==> config.mk <==
export PLATFORM = sky130hd
export DESIGN_NAME = uart_wb_bridge
export DESIGN_NICKNAME = d
export VERILOG_FILES = /design/src/uart_wb_pkg.sv /design/src/wb_if.sv /design/src/uart_rx.sv /design/src/cmd_decoder.sv /design/src/wb_master.sv /design/src/wb_regfile.sv /design/src/rsp_encoder.sv /design/src/uart_tx.sv /design/src/uart_wb_bridge.sv
export VERILOG_INCLUDE_DIRS = /design/src /design/src/src
export SDC_FILE = /design/constraint.sdc
export NUM_CORES = 1
export LEC_CHECK = 0
export BUFFER_PORTS_ARGS = -buffer_cell sky130_fd_sc_hd__clkbuf_2
export CELL_PAD_IN_SITES_DETAIL_PLACEMENT = 1
export CELL_PAD_IN_SITES_GLOBAL_PLACEMENT = 1
export CORE_MARGIN = 3
export CORE_UTILIZATION = 32
export DETAILED_ROUTE_END_ITERATION = 12
export PLACE_DENSITY = 0.51
export SLEW_MARGIN = 20
export SYNTH_ARGS = -nofsm -noshare
export SYNTH_HDL_FRONTEND = slang
export SYNTH_SLANG_ARGS = --single-unit
export TNS_END_PERCENT = 30
==> constraint.sdc <==
create_clock -name i_clk_12Mhz -period 3.7 [get_ports i_clk_12Mhz]
set_input_delay 0 -clock i_clk_12Mhz [delete_from_list [all_inputs] [get_ports i_clk_12Mhz]]
set_output_delay 0 -clock i_clk_12Mhz [all_outputs]
set_load 0.02 [all_outputs]
==> src/uart_wb_defines.svh <==
`ifndef UART_WB_DEFINES_SVH
`define UART_WB_DEFINES_SVH

// Nearest whole count for 12 MHz at 115200 baud
`define UART_CLKS_PER_BIT 104

// Register file depth
`define REG_COUNT 16

// Wishbone data width
`define DATA_W 32

`endif

==> src/uart_wb_pkg.sv <==
`include "uart_wb_defines.svh"

package uart_wb_pkg;

    // First byte of a host command
    typedef enum logic [7:0] {
        OP_WRITE = 8'h57,
        OP_READ  = 8'h52
    } opcode_e;

    // Status byte sent back to the host
    typedef enum logic [7:0] {
        RSP_ACK  = 8'h4B,
        RSP_DATA = 8'h44,
        RSP_ERR  = 8'h45
    } rsp_code_e;

    typedef struct packed {
        opcode_e             opcode;
        logic [7:0]          addr;
        logic [`DATA_W-1:0]  wdata;
    } cmd_t;

    typedef struct packed {
        rsp_code_e           code;
        logic [`DATA_W-1:0]  rdata;
    } rsp_t;

    typedef enum logic [1:0] {DEC_IDLE, DEC_ADDR, DEC_DATA, DEC_HOLD} dec_state_e;
    typedef enum logic [1:0] {WBM_IDLE, WBM_BUS, WBM_RESP} wbm_state_e;
    typedef enum logic {ENC_IDLE, ENC_SEND} enc_state_e;

endpackage

==> src/wb_if.sv <==
`include "uart_wb_defines.svh"

interface wb_if;
    logic               cyc;
    logic               stb;
    logic               we;
    logic [7:0]         adr;
    logic [`DATA_W-1:0] dat_w;
    logic [`DATA_W-1:0] dat_r;
    logic               ack;
    logic               err;

    modport master (output cyc, stb, we, adr, dat_w, input dat_r, ack, err);
    modport slave (input cyc, stb, we, adr, dat_w, output dat_r, ack, err);
endinterface

==> src/uart_rx.sv <==
`include "uart_wb_defines.svh"

module uart_rx #(
    parameter int CLKS_PER_BIT = `UART_CLKS_PER_BIT
) (
    input  logic       i_clk_12Mhz,
    input  logic       i_arst_n,
    input  logic       i_rx,
    output logic [7:0] o_rx_byte,
    output logic       o_rx_stb
);
    localparam int CNT_W = $clog2(CLKS_PER_BIT);
    localparam logic [CNT_W-1:0] HALF = CNT_W'(CLKS_PER_BIT / 2 - 1);
    localparam logic [CNT_W-1:0] FULL = CNT_W'(CLKS_PER_BIT - 1);

    logic             rx_meta;
    logic             rx_sync;
    logic             rx_prev;
    logic             active;
    logic [3:0]       bit_idx;
    logic [CNT_W-1:0] clk_cnt;
    logic [CNT_W-1:0] limit;
    logic [7:0]       shift;

    // Start bit is checked at half a period, every later bit at a full one
    assign limit     = (bit_idx == 4'd0) ? HALF : FULL;
    assign o_rx_byte = shift;

    always_ff @(posedge i_clk_12Mhz or negedge i_arst_n) begin
        if (!i_arst_n) begin
            rx_meta  <= 1'b1;
            rx_sync  <= 1'b1;
            rx_prev  <= 1'b1;
            active   <= 1'b0;
            bit_idx  <= '0;
            clk_cnt  <= '0;
            shift    <= '0;
            o_rx_stb <= 1'b0;
        end else begin
            rx_meta  <= i_rx;
            rx_sync  <= rx_meta;
            rx_prev  <= rx_sync;
            o_rx_stb <= 1'b0;
            if (!active) begin
                if (rx_prev && !rx_sync) begin
                    active  <= 1'b1;
                    bit_idx <= '0;
                    clk_cnt <= '0;
                end
            end else if (clk_cnt == limit) begin
                clk_cnt <= '0;
                if (bit_idx == 4'd0) begin
                    // Glitch, not a real start bit
                    if (rx_sync) active <= 1'b0;
                    else bit_idx <= 4'd1;
                end else if (bit_idx == 4'd9) begin
                    active   <= 1'b0;
                    o_rx_stb <= rx_sync;
                end else begin
                    shift   <= {rx_sync, shift[7:1]};
                    bit_idx <= bit_idx + 4'd1;
                end
            end else begin
                clk_cnt <= clk_cnt + 1'b1;
            end
        end
    end
endmodule

==> src/cmd_decoder.sv <==
`include "uart_wb_defines.svh"

module cmd_decoder (
    input  logic              i_clk_12Mhz,
    input  logic              i_arst_n,
    input  logic [7:0]        i_rx_byte,
    input  logic              i_rx_stb,
    output uart_wb_pkg::cmd_t o_cmd,
    output logic              o_cmd_valid,
    input  logic              i_cmd_ready
);
    uart_wb_pkg::dec_state_e state;
    logic [1:0]              byte_cnt;
    logic                    is_opcode;

    assign is_opcode   = (i_rx_byte == uart_wb_pkg::OP_WRITE) ||
                         (i_rx_byte == uart_wb_pkg::OP_READ);
    assign o_cmd_valid = (state == uart_wb_pkg::DEC_HOLD);

    always_ff @(posedge i_clk_12Mhz or negedge i_arst_n) begin
        if (!i_arst_n) begin
            state    <= uart_wb_pkg::DEC_IDLE;
            byte_cnt <= '0;
        end else begin
            case (state)
                uart_wb_pkg::DEC_IDLE: begin
                    if (i_rx_stb && is_opcode) begin
                        state    <= uart_wb_pkg::DEC_ADDR;
                        byte_cnt <= '0;
                    end
                end
                uart_wb_pkg::DEC_ADDR: begin
                    if (i_rx_stb) begin
                        state <= (o_cmd.opcode == uart_wb_pkg::OP_READ) ?
                                 uart_wb_pkg::DEC_HOLD : uart_wb_pkg::DEC_DATA;
                    end
                end
                uart_wb_pkg::DEC_DATA: begin
                    if (i_rx_stb) begin
                        byte_cnt <= byte_cnt + 2'd1;
                        if (byte_cnt == 2'd3) state <= uart_wb_pkg::DEC_HOLD;
                    end
                end
                uart_wb_pkg::DEC_HOLD: begin
                    if (i_cmd_ready) state <= uart_wb_pkg::DEC_IDLE;
                end
                default: state <= uart_wb_pkg::DEC_IDLE;
            endcase
        end
    end

    // Data bytes arrive MSB first
    always_ff @(posedge i_clk_12Mhz) begin
        if (i_rx_stb) begin
            case (state)
                uart_wb_pkg::DEC_IDLE: o_cmd.opcode <= uart_wb_pkg::opcode_e'(i_rx_byte);
                uart_wb_pkg::DEC_ADDR: o_cmd.addr <= i_rx_byte;
                uart_wb_pkg::DEC_DATA: o_cmd.wdata <= {o_cmd.wdata[`DATA_W-9:0], i_rx_byte};
                default: ;
            endcase
        end
    end
endmodule

==> src/wb_master.sv <==
module wb_master (
    input  logic              i_clk_12Mhz,
    input  logic              i_arst_n,
    input  uart_wb_pkg::cmd_t i_cmd,
    input  logic              i_cmd_valid,
    output logic              o_cmd_ready,
    output uart_wb_pkg::rsp_t o_rsp,
    output logic              o_rsp_valid,
    input  logic              i_rsp_ready,
    wb_if.master              wb
);
    uart_wb_pkg::wbm_state_e state;
    logic                    done;

    assign done        = wb.ack || wb.err;
    assign o_cmd_ready = (state == uart_wb_pkg::WBM_IDLE);
    assign o_rsp_valid = (state == uart_wb_pkg::WBM_RESP);
    assign wb.cyc      = (state == uart_wb_pkg::WBM_BUS);
    assign wb.stb      = (state == uart_wb_pkg::WBM_BUS);

    always_ff @(posedge i_clk_12Mhz or negedge i_arst_n) begin
        if (!i_arst_n) begin
            state <= uart_wb_pkg::WBM_IDLE;
        end else begin
            case (state)
                uart_wb_pkg::WBM_IDLE: if (i_cmd_valid) state <= uart_wb_pkg::WBM_BUS;
                uart_wb_pkg::WBM_BUS:  if (done) state <= uart_wb_pkg::WBM_RESP;
                uart_wb_pkg::WBM_RESP: if (i_rsp_ready) state <= uart_wb_pkg::WBM_IDLE;
                default: state <= uart_wb_pkg::WBM_IDLE;
            endcase
        end
    end

    always_ff @(posedge i_clk_12Mhz) begin
        if (o_cmd_ready && i_cmd_valid) begin
            wb.we    <= (i_cmd.opcode == uart_wb_pkg::OP_WRITE);
            wb.adr   <= i_cmd.addr;
            wb.dat_w <= i_cmd.wdata;
        end
        if (wb.stb && done) begin
            o_rsp.rdata <= wb.dat_r;
            if (wb.err) o_rsp.code <= uart_wb_pkg::RSP_ERR;
            else o_rsp.code <= wb.we ? uart_wb_pkg::RSP_ACK : uart_wb_pkg::RSP_DATA;
        end
    end

    // Request stays put until the slave answers
    a_stb_held: assert property (@(posedge i_clk_12Mhz) disable iff (!i_arst_n)
        wb.stb && !done |=> wb.stb && wb.cyc && $stable(wb.adr) && $stable(wb.we));
endmodule

==> src/wb_regfile.sv <==
`include "uart_wb_defines.svh"

module wb_regfile (
    input  logic       i_clk_12Mhz,
    input  logic       i_arst_n,
    wb_if.slave        wb,
    output logic [7:0] o_leds
);
    localparam int IDX_W = $clog2(`REG_COUNT);

    logic [`DATA_W-1:0] regs [`REG_COUNT];
    logic [IDX_W-1:0]   idx;
    logic               in_range;
    logic               new_req;

    assign idx      = wb.adr[IDX_W-1:0];
    assign in_range = (wb.adr < `REG_COUNT);
    // Only the first cycle of a strobe gets an answer
    assign new_req  = wb.cyc && wb.stb && !wb.ack && !wb.err;
    assign o_leds   = regs[0][7:0];

    always_ff @(posedge i_clk_12Mhz or negedge i_arst_n) begin
        if (!i_arst_n) begin
            wb.ack <= 1'b0;
            wb.err <= 1'b0;
            for (int i = 0; i < `REG_COUNT; i++) begin
                regs[i] <= '0;
            end
        end else begin
            wb.ack <= new_req && in_range;
            wb.err <= new_req && !in_range;
            if (new_req && in_range && wb.we) regs[idx] <= wb.dat_w;
        end
    end

    always_ff @(posedge i_clk_12Mhz) begin
        if (new_req) wb.dat_r <= regs[idx];
    end

    a_one_answer: assert property (@(posedge i_clk_12Mhz) disable iff (!i_arst_n)
        wb.ack || wb.err |-> !(wb.ack && wb.err) && $past(wb.cyc && wb.stb));
endmodule

==> src/rsp_encoder.sv <==
module rsp_encoder (
    input  logic              i_clk_12Mhz,
    input  logic              i_arst_n,
    input  uart_wb_pkg::rsp_t i_rsp,
    input  logic              i_rsp_valid,
    output logic              o_rsp_ready,
    output logic [7:0]        o_tx_byte,
    output logic              o_tx_start,
    input  logic              i_tx_busy
);
    localparam int RSP_W = $bits(uart_wb_pkg::rsp_t);

    uart_wb_pkg::enc_state_e state;
    logic [RSP_W-1:0]        shift;
    logic [2:0]              bytes_left;
    logic                    accept;
    logic                    issue;

    assign o_rsp_ready = (state == uart_wb_pkg::ENC_IDLE);
    assign accept      = o_rsp_ready && i_rsp_valid;
    // Start still high means busy has not risen yet
    assign issue       = (state == uart_wb_pkg::ENC_SEND) && !i_tx_busy && !o_tx_start;

    always_ff @(posedge i_clk_12Mhz or negedge i_arst_n) begin
        if (!i_arst_n) begin
            state      <= uart_wb_pkg::ENC_IDLE;
            bytes_left <= '0;
            o_tx_start <= 1'b0;
        end else begin
            o_tx_start <= issue;
            if (accept) begin
                state      <= uart_wb_pkg::ENC_SEND;
                bytes_left <= (i_rsp.code == uart_wb_pkg::RSP_DATA) ? 3'd5 : 3'd1;
            end else if (issue) begin
                bytes_left <= bytes_left - 3'd1;
                if (bytes_left == 3'd1) state <= uart_wb_pkg::ENC_IDLE;
            end
        end
    end

    // Status byte first, then data MSB first
    always_ff @(posedge i_clk_12Mhz) begin
        if (accept) begin
            shift <= i_rsp;
        end else if (issue) begin
            o_tx_byte <= shift[RSP_W-1 -: 8];
            shift     <= shift << 8;
        end
    end
endmodule

==> src/uart_tx.sv <==
`include "uart_wb_defines.svh"

module uart_tx #(
    parameter int CLKS_PER_BIT = `UART_CLKS_PER_BIT
) (
    input  logic       i_clk_12Mhz,
    input  logic       i_arst_n,
    input  logic [7:0] i_tx_byte,
    input  logic       i_tx_start,
    output logic       o_tx,
    output logic       o_tx_busy
);
    localparam int CNT_W = $clog2(CLKS_PER_BIT);

    logic [9:0]       shift;
    logic [3:0]       bit_cnt;
    logic [CNT_W-1:0] clk_cnt;

    assign o_tx = shift[0];

    always_ff @(posedge i_clk_12Mhz or negedge i_arst_n) begin
        if (!i_arst_n) begin
            shift     <= '1;
            bit_cnt   <= '0;
            clk_cnt   <= '0;
            o_tx_busy <= 1'b0;
        end else if (!o_tx_busy) begin
            if (i_tx_start) begin
                // Stop, data LSB first, start
                shift     <= {1'b1, i_tx_byte, 1'b0};
                bit_cnt   <= '0;
                clk_cnt   <= '0;
                o_tx_busy <= 1'b1;
            end
        end else if (clk_cnt == CNT_W'(CLKS_PER_BIT - 1)) begin
            clk_cnt <= '0;
            shift   <= {1'b1, shift[9:1]};
            if (bit_cnt == 4'd9) o_tx_busy <= 1'b0;
            else bit_cnt <= bit_cnt + 4'd1;
        end else begin
            clk_cnt <= clk_cnt + 1'b1;
        end
    end

    a_no_start_busy: assert property (@(posedge i_clk_12Mhz) disable iff (!i_arst_n)
        i_tx_start |-> !o_tx_busy);
endmodule

==> src/uart_wb_bridge.sv <==
`include "uart_wb_defines.svh"

module uart_wb_bridge #(
    parameter int CLKS_PER_BIT = `UART_CLKS_PER_BIT
) (
    input  logic       i_clk_12Mhz,
    input  logic       i_arst_n,
    input  logic       i_uart_rx,
    output logic       o_uart_tx,
    output logic [7:0] o_leds
);
    logic [7:0]        rx_byte;
    logic              rx_stb;
    uart_wb_pkg::cmd_t cmd;
    logic              cmd_valid;
    logic              cmd_ready;
    uart_wb_pkg::rsp_t rsp;
    logic              rsp_valid;
    logic              rsp_ready;
    logic [7:0]        tx_byte;
    logic              tx_start;
    logic              tx_busy;

    wb_if wb ();

    // Input side
    uart_rx #(.CLKS_PER_BIT(CLKS_PER_BIT)) uart_rx_i (
        .i_clk_12Mhz(i_clk_12Mhz), .i_arst_n(i_arst_n), .i_rx(i_uart_rx),
        .o_rx_byte(rx_byte), .o_rx_stb(rx_stb)
    );

    cmd_decoder cmd_decoder_i (
        .i_clk_12Mhz(i_clk_12Mhz), .i_arst_n(i_arst_n),
        .i_rx_byte(rx_byte), .i_rx_stb(rx_stb),
        .o_cmd(cmd), .o_cmd_valid(cmd_valid), .i_cmd_ready(cmd_ready)
    );

    wb_master wb_master_i (
        .i_clk_12Mhz(i_clk_12Mhz), .i_arst_n(i_arst_n),
        .i_cmd(cmd), .i_cmd_valid(cmd_valid), .o_cmd_ready(cmd_ready),
        .o_rsp(rsp), .o_rsp_valid(rsp_valid), .i_rsp_ready(rsp_ready),
        .wb(wb.master)
    );

    wb_regfile wb_regfile_i (
        .i_clk_12Mhz(i_clk_12Mhz), .i_arst_n(i_arst_n),
        .wb(wb.slave), .o_leds(o_leds)
    );

    // Output side
    rsp_encoder rsp_encoder_i (
        .i_clk_12Mhz(i_clk_12Mhz), .i_arst_n(i_arst_n),
        .i_rsp(rsp), .i_rsp_valid(rsp_valid), .o_rsp_ready(rsp_ready),
        .o_tx_byte(tx_byte), .o_tx_start(tx_start), .i_tx_busy(tx_busy)
    );

    uart_tx #(.CLKS_PER_BIT(CLKS_PER_BIT)) uart_tx_i (
        .i_clk_12Mhz(i_clk_12Mhz), .i_arst_n(i_arst_n),
        .i_tx_byte(tx_byte), .i_tx_start(tx_start),
        .o_tx(o_uart_tx), .o_tx_busy(tx_busy)
    );
endmodule

Yosys cells after proc, flatten, opt, wreduce, memory -nomap -nowiden
Cells that the tools add are included.
- register bits: 780
- input bits: 3
- output and inout port bits: 9
- logic and storage cells: 194
- add/subtract/negate cells: 6
- order comparisons: 3
- equality and inequality tests: 29
- mux-type cells: 63
- bitwise logic cells: 5
- reductions and logical operators: 41
- operator list (cell ; count):
    bitwise mux 512 bit ; 1
    binary-select mux 32 bit (select 4 bit) ; 1
    demux 32 bit (select 4 bit) ; 1
    two-way mux 32 bit ; 3
    two-way mux 40 bit ; 2
    two-way mux 7 bit ; 7
    two-way mux 4 bit ; 11
    == test 8 x 7 -> 1 bit, second input constant ; 5
    two-way mux 10 bit ; 3
    two-way mux 2 bit ; 10
    two-way mux 1 bit ; 18
    inequality test 2 bit, second input constant ; 8
    adder 7 x 1 -> 7 bit, second input constant ; 2
    logical AND 1 bit ; 13
    AND reduction 2 bit ; 6
    nonzero test 2 bit ; 5
    two-way mux 3 bit ; 3
    AND reduction 3 bit ; 3
    adder 4 x 1 -> 4 bit, second input constant ; 2
    == test 2 bit, second input constant ; 4
    == test 4 bit, second input constant ; 2
    < comparator 8 x 5 -> 1 bit, second input constant ; 1
    one-hot mux 2 bit (4 select lines) ; 1
    AND reduction 4 bit ; 2
    other kinds (19) ; 33

Logic depth before layout (Yosys ltp)
- depth in word-level cells: 6
- gate-level depth with buffers: 7
- depth with buffers taken out: 6

By module
Synthesis repeated with hierarchy kept, for this count alone.
- cells, all modules: 2010
- area total of the unflattened synthesis: 33100.5 um2
- by module, submodules not included (module ; instances ; cells an instance ; area an instance (um2) ; seq. area each (um2)):
    wb_regfile ; 1 ; 1451 ; 23900.4 ; 13823.3
    wb_master ; 1 ; 102 ; 2489.9 ; 2332.2
    rsp_encoder ; 1 ; 120 ; 2304.7 ; 1566.5
    cmd_decoder ; 1 ; 87 ; 1836.8 ; 1541.5
    uart_rx ; 1 ; 112 ; 1327.5 ; 604.3
    uart_tx ; 1 ; 138 ; 1241.2 ; 536.8

Worst setup path after synthesis
Ideal clock, no wire load.
- path kind: flip-flop to flip-flop
- start point: register cmd_decoder_i.state[1]
- end point: register wb_master_i.wb.adr[0], enable pin
- library setup time: 0.500 ns
- data arrival time: 3.572 ns
- required time: 3.200 ns
- path slack: -0.372 ns
- cell stages (with the launch flop): 3
- buffers on the path: 0
- period minus slack after synthesis: 4.072 ns
- cells stage by stage: dfrtp_1 ha_1 nor3b_1
- longest elaborated chain between the ends: 2
- ends and longest elaborated chain (item ; RTL line ; source):
    from (decl) ; cmd_decoder.sv:12 ; uart_wb_pkg::dec_state_e state;
    from (signal assigned) ; cmd_decoder.sv:22 ; state <= uart_wb_pkg::DEC_IDLE;
    from (signal assigned) ; cmd_decoder.sv:28 ; state <= uart_wb_pkg::DEC_ADDR;
    from (signal assigned) ; cmd_decoder.sv:34 ; state <= (o_cmd.opcode == uart_wb_pkg::OP_READ) ?
    == test 2 bit ; cmd_decoder.sv:18 ; assign o_cmd_valid = (state == uart_wb_pkg::DEC_HOLD);
    logical AND 1 bit ; wb_master.sv:35 ; if (o_cmd_ready && i_cmd_valid) begin
    to (signal assigned) ; wb_master.sv:37 ; wb.adr <= i_cmd.addr;
    to (decl) ; wb_if.sv:13 ; modport master (output cyc, stb, we, adr, dat_w, input dat_r, ack, err);
Every way passes these cells.
A chain may end at the register's enable or synchronous reset.

Final worst setup path
- start point: register wb_master_i.wb.adr[6]
- end point: register wb_regfile_i.regs[364] (netlist name)
- longest elaborated chain between the ends: 3
- ends and longest elaborated chain (item ; RTL line ; source):
    < comparator 8 x 5 -> 1 bit (no line) ; n/a ;
    logical AND 1 bit (2 in a row) ; wb_regfile.sv:32 ; if (new_req && in_range && wb.we) regs[idx] <= wb.dat_w;
    to (signal, indexed assignment) ; wb_regfile.sv:32 ;
    to (decl) ; wb_regfile.sv:11 ; logic [`DATA_W-1:0] regs [`REG_COUNT];
Every way passes these cells.

==> results.md <==
* Final Hold Fails at 0
* DIE WIDTH at 325 um
* Area contributors post-synth: dfrtp_1, edfxtp_1, mux2_2
* Initial Util at 0.324
* Clk slew on worst S/H paths at 60 ps
* Final Cell Area at 37100 sq um
* Worst-Skew Late Latency at 630 ps
* Leakage at 16.1 nW
* CP endpoint kind: flip-flop
* TritonCTS Buffers at 85
* RSZ-0062 raised after global routing: no
* Core footprint at 101000 sq um
* Vias at 16592
* Critical path class: reg -> reg
* Num rows at 116
* Setup TNS at 0 ps
* Final Setup Violations at 0
* Placed inst area at 34400 sq um
* Hold crit path type: in -> async
* Ys async rst share at 0.736
* Die ar. at 106000 sq um
* Actual slew at the worst max-slew pin at 1090 ps
* R2R Setup Slk at 770 ps
* Clock skew at 17.4 ps
* Fin crit period at 2930 ps
* IO buf count at 11
* Max Clock Freq at 341 MHz
* Largest net degree at the start of global routing at 107
* Fin crit share at 0.793
* Pwr Density at 471 nW/um^2
* Share of layout cells above drive strength 1 at 0.456
* DR pass1 iterations at 4
* Share of the synthesized area in the top cell type at 0.428
* Top_reg_cell synth: dfrtp_1
* Total power at 17.5 mW
* Filler instances at 10015
* FF-to-FF Start: wb_master_i.wb.adr[6]
* DPL Wire Length at 47700 um
* CP max FO at 17
* Reg area at 20400 sq um
* DR iter-0 viols at 753
* Final net count at 1922
* Reg2reg end: wb_regfile_i.regs[364]
* Cell count of the worst reg-to-reg path at 5
* First-pass GRT wire length at 123000 um
* Syn Area/Cell at 17.3 sq um
* Yosys top cell by area: dfrtp_1
* Post-route ant nets at 0
* Drt wl/cell at 23.9 um
* Cells after Synth at 1893
* Required time worst endpoint at 4200 ps
* CTS Sinks at 774
* Fin. max-slew vios at 0
* Die Ht at 325 um
* Number of antenna violations at the first check in global routing at 3
* Slew HR at 0.272
* CP Launch Type: flip-flop
* GP Congestion at 0.715
* I/O pin cnt at 12
* Synth Net Count at 1911
* Post-Syn Area at 32700 sq um
* Area of the multi-input gates at 11500 sq um
* GR Util All Layers at 0.153
* # DRC at 0
* Clk buf depth at 3
* Post-synthesis register bit count at 774
* Root Buffer: clkbuf_16
* Vias in the first global route at 18918
* WL final at 79700 um
* Synth unique cells at 61
* Status: completed
* Post-synth EDFFs at 204
* TritonCTS clock tree: built
* H-tree depth at 3
* Max-Cap Viols at 0
* Vias/cell at 4.98
* Sequential share of the synthesized area at 0.625
* Grt ovf at 0
* Worst Path Arrival at 3440 ps
* Peak supply drop at 0.305 mV
* Ys Warns at 0
* Area delta synth->final at 13.6%
-- where the power goes --
part,internal (mW),switching (mW)
registers,8.78,0.0574
clock network,4.90,3.45
logic,0.0902,0.222
-- synth_stat cells, types with 14 or more instances --
cell type and instances:
dfrtp_1 558, mux2_2 504, edfxtp_1 204, mux4_2 160
clkbuf_1 62, mux2_1 45, buf_2 42, nand2_1 33
o21ai_0 28, buf_4 23, inv_1 21, nand3_1 16
ha_1 15, and2_1 14, buf_1 14, nor2_1 14
-- state kept, by name, indices dropped and copies added (netlist names), 7 cells and up --
| name | count |
|---|---|
| uart_tx_i.clk_cnt | 7 |
| wb_master_i.wb.adr | 8 |
| wb_regfile_i.o_leds | 8 |
| wb_master_i.wb.dat_w | 32 |
| uart_rx_i.clk_cnt | 7 |
| uart_tx_i.shift | 9 |
| uart_rx_i.o_rx_byte | 8 |
| cmd_decoder_i.o_cmd | 48 |
| wb_master_i.o_rsp | 35 |
| wb_regfile_i.regs | 504 |
| wb_regfile_i.wb.dat_r | 32 |
| rsp_encoder_i.o_tx_byte | 8 |
| rsp_encoder_i.shift | 40 |
-- stage by stage --
step,cells,setup slack (ps),hold WS (ps),utilization
after global routing,3332,639,93.8,0.368
after detailed placement,3171,767,96.9,0.341
after global placement,3171,818,94.1,0.341
after CTS,3332,763,42.8,0.368
after floorplan,1893,296,-296,-
final,3333,766,35.8,0.369
-- per-layer routing --
metal | track usage | wire length (um) | vias up
li1 | - | - | 7155
met4 | 0.0406 | 2000 | 2
met1 | 0.205 | 36100 | 9099
met2 | 0.256 | 39000 | 218
met5 | 0 | 13 | -
met3 | 0.0277 | 2620 | 118
-- how the worst max path moves through the flow --
stage                                   endpoint  slack (ps)                   from
after CTS                 wb_regfile_i.regs[364]         760  wb_master_i.wb.adr[6]
after detailed placement  wb_regfile_i.regs[364]         770  wb_master_i.wb.adr[6]
after global routing      wb_regfile_i.regs[380]         640  wb_master_i.wb.adr[6]
after floorplan             wb_master_i.o_rsp[0]         300   wb_master_i.state[0]
final                     wb_regfile_i.regs[364]         770  wb_master_i.wb.adr[6]
after global placement    wb_regfile_i.regs[380]         820  wb_master_i.wb.adr[6]
-- repair_timing --
item | 4_1_cts | 5_1_grt
gates resized for setup | 0 | 0
setup buffers | 0 | 0
hold buffers | 3 | 0
endpoints found under the hold margin | 98 | 0
-- cell type report --
type / count / area share
inverter: 22 / 0.00222
tap: 1357 / 0.0457
clock inverter: 43 / 0.0111
sequential: 774 / 0.550
clock buffer: 115 / 0.0625
multi-input combinational: 952 / 0.311
antenna: 1 / 0.0000674
timing repair buffer: 69 / 0.0181
-- critical path, cell delays in order, from the launching register on --
cell	delay, ps
edfxtp_1	370
or4b_1	750
nor3_2	390
nand2_2	520
buf_4	440
mux2_2	310
-- cells by family (layout without fill, tap and decap cells) --
family,Yosys count,count (layout),share of synthesized area
buf+inv,167,249,0.0242
mux,721,721,0.303
simple gates,144,144,0.0275
fa+ha+maj,15,15,0.00575
flops,774,774,0.625
compound gates,67,67,0.0132
xor+xnor,5,5,0.00134
other cells,0,1,0
-- cell usage in the layout (no fill, tap or decap), types with 7 or more instances in the layout --
master and instances:
buf_4 42, ha_1 15, clkbuf_1 23, clkbuf_2 10
clkinv_1 16, o21ai_0 28, mux2_2 504, nand2_2 7
bufinv_16 7, and3_1 7, edfxtp_1 204, clkinv_2 13
nor2_1 14, a21oi_1 8, and2_1 12, nand3_1 13
nand2_1 26, mux4_2 160, mux2i_1 12, dfstp_2 12
a22o_1 7, mux2_1 45, clkbuf_16 86, buf_12 13
dfrtp_1 558, inv_1 21
No activity file was read; power rests on OpenSTA's default activity.
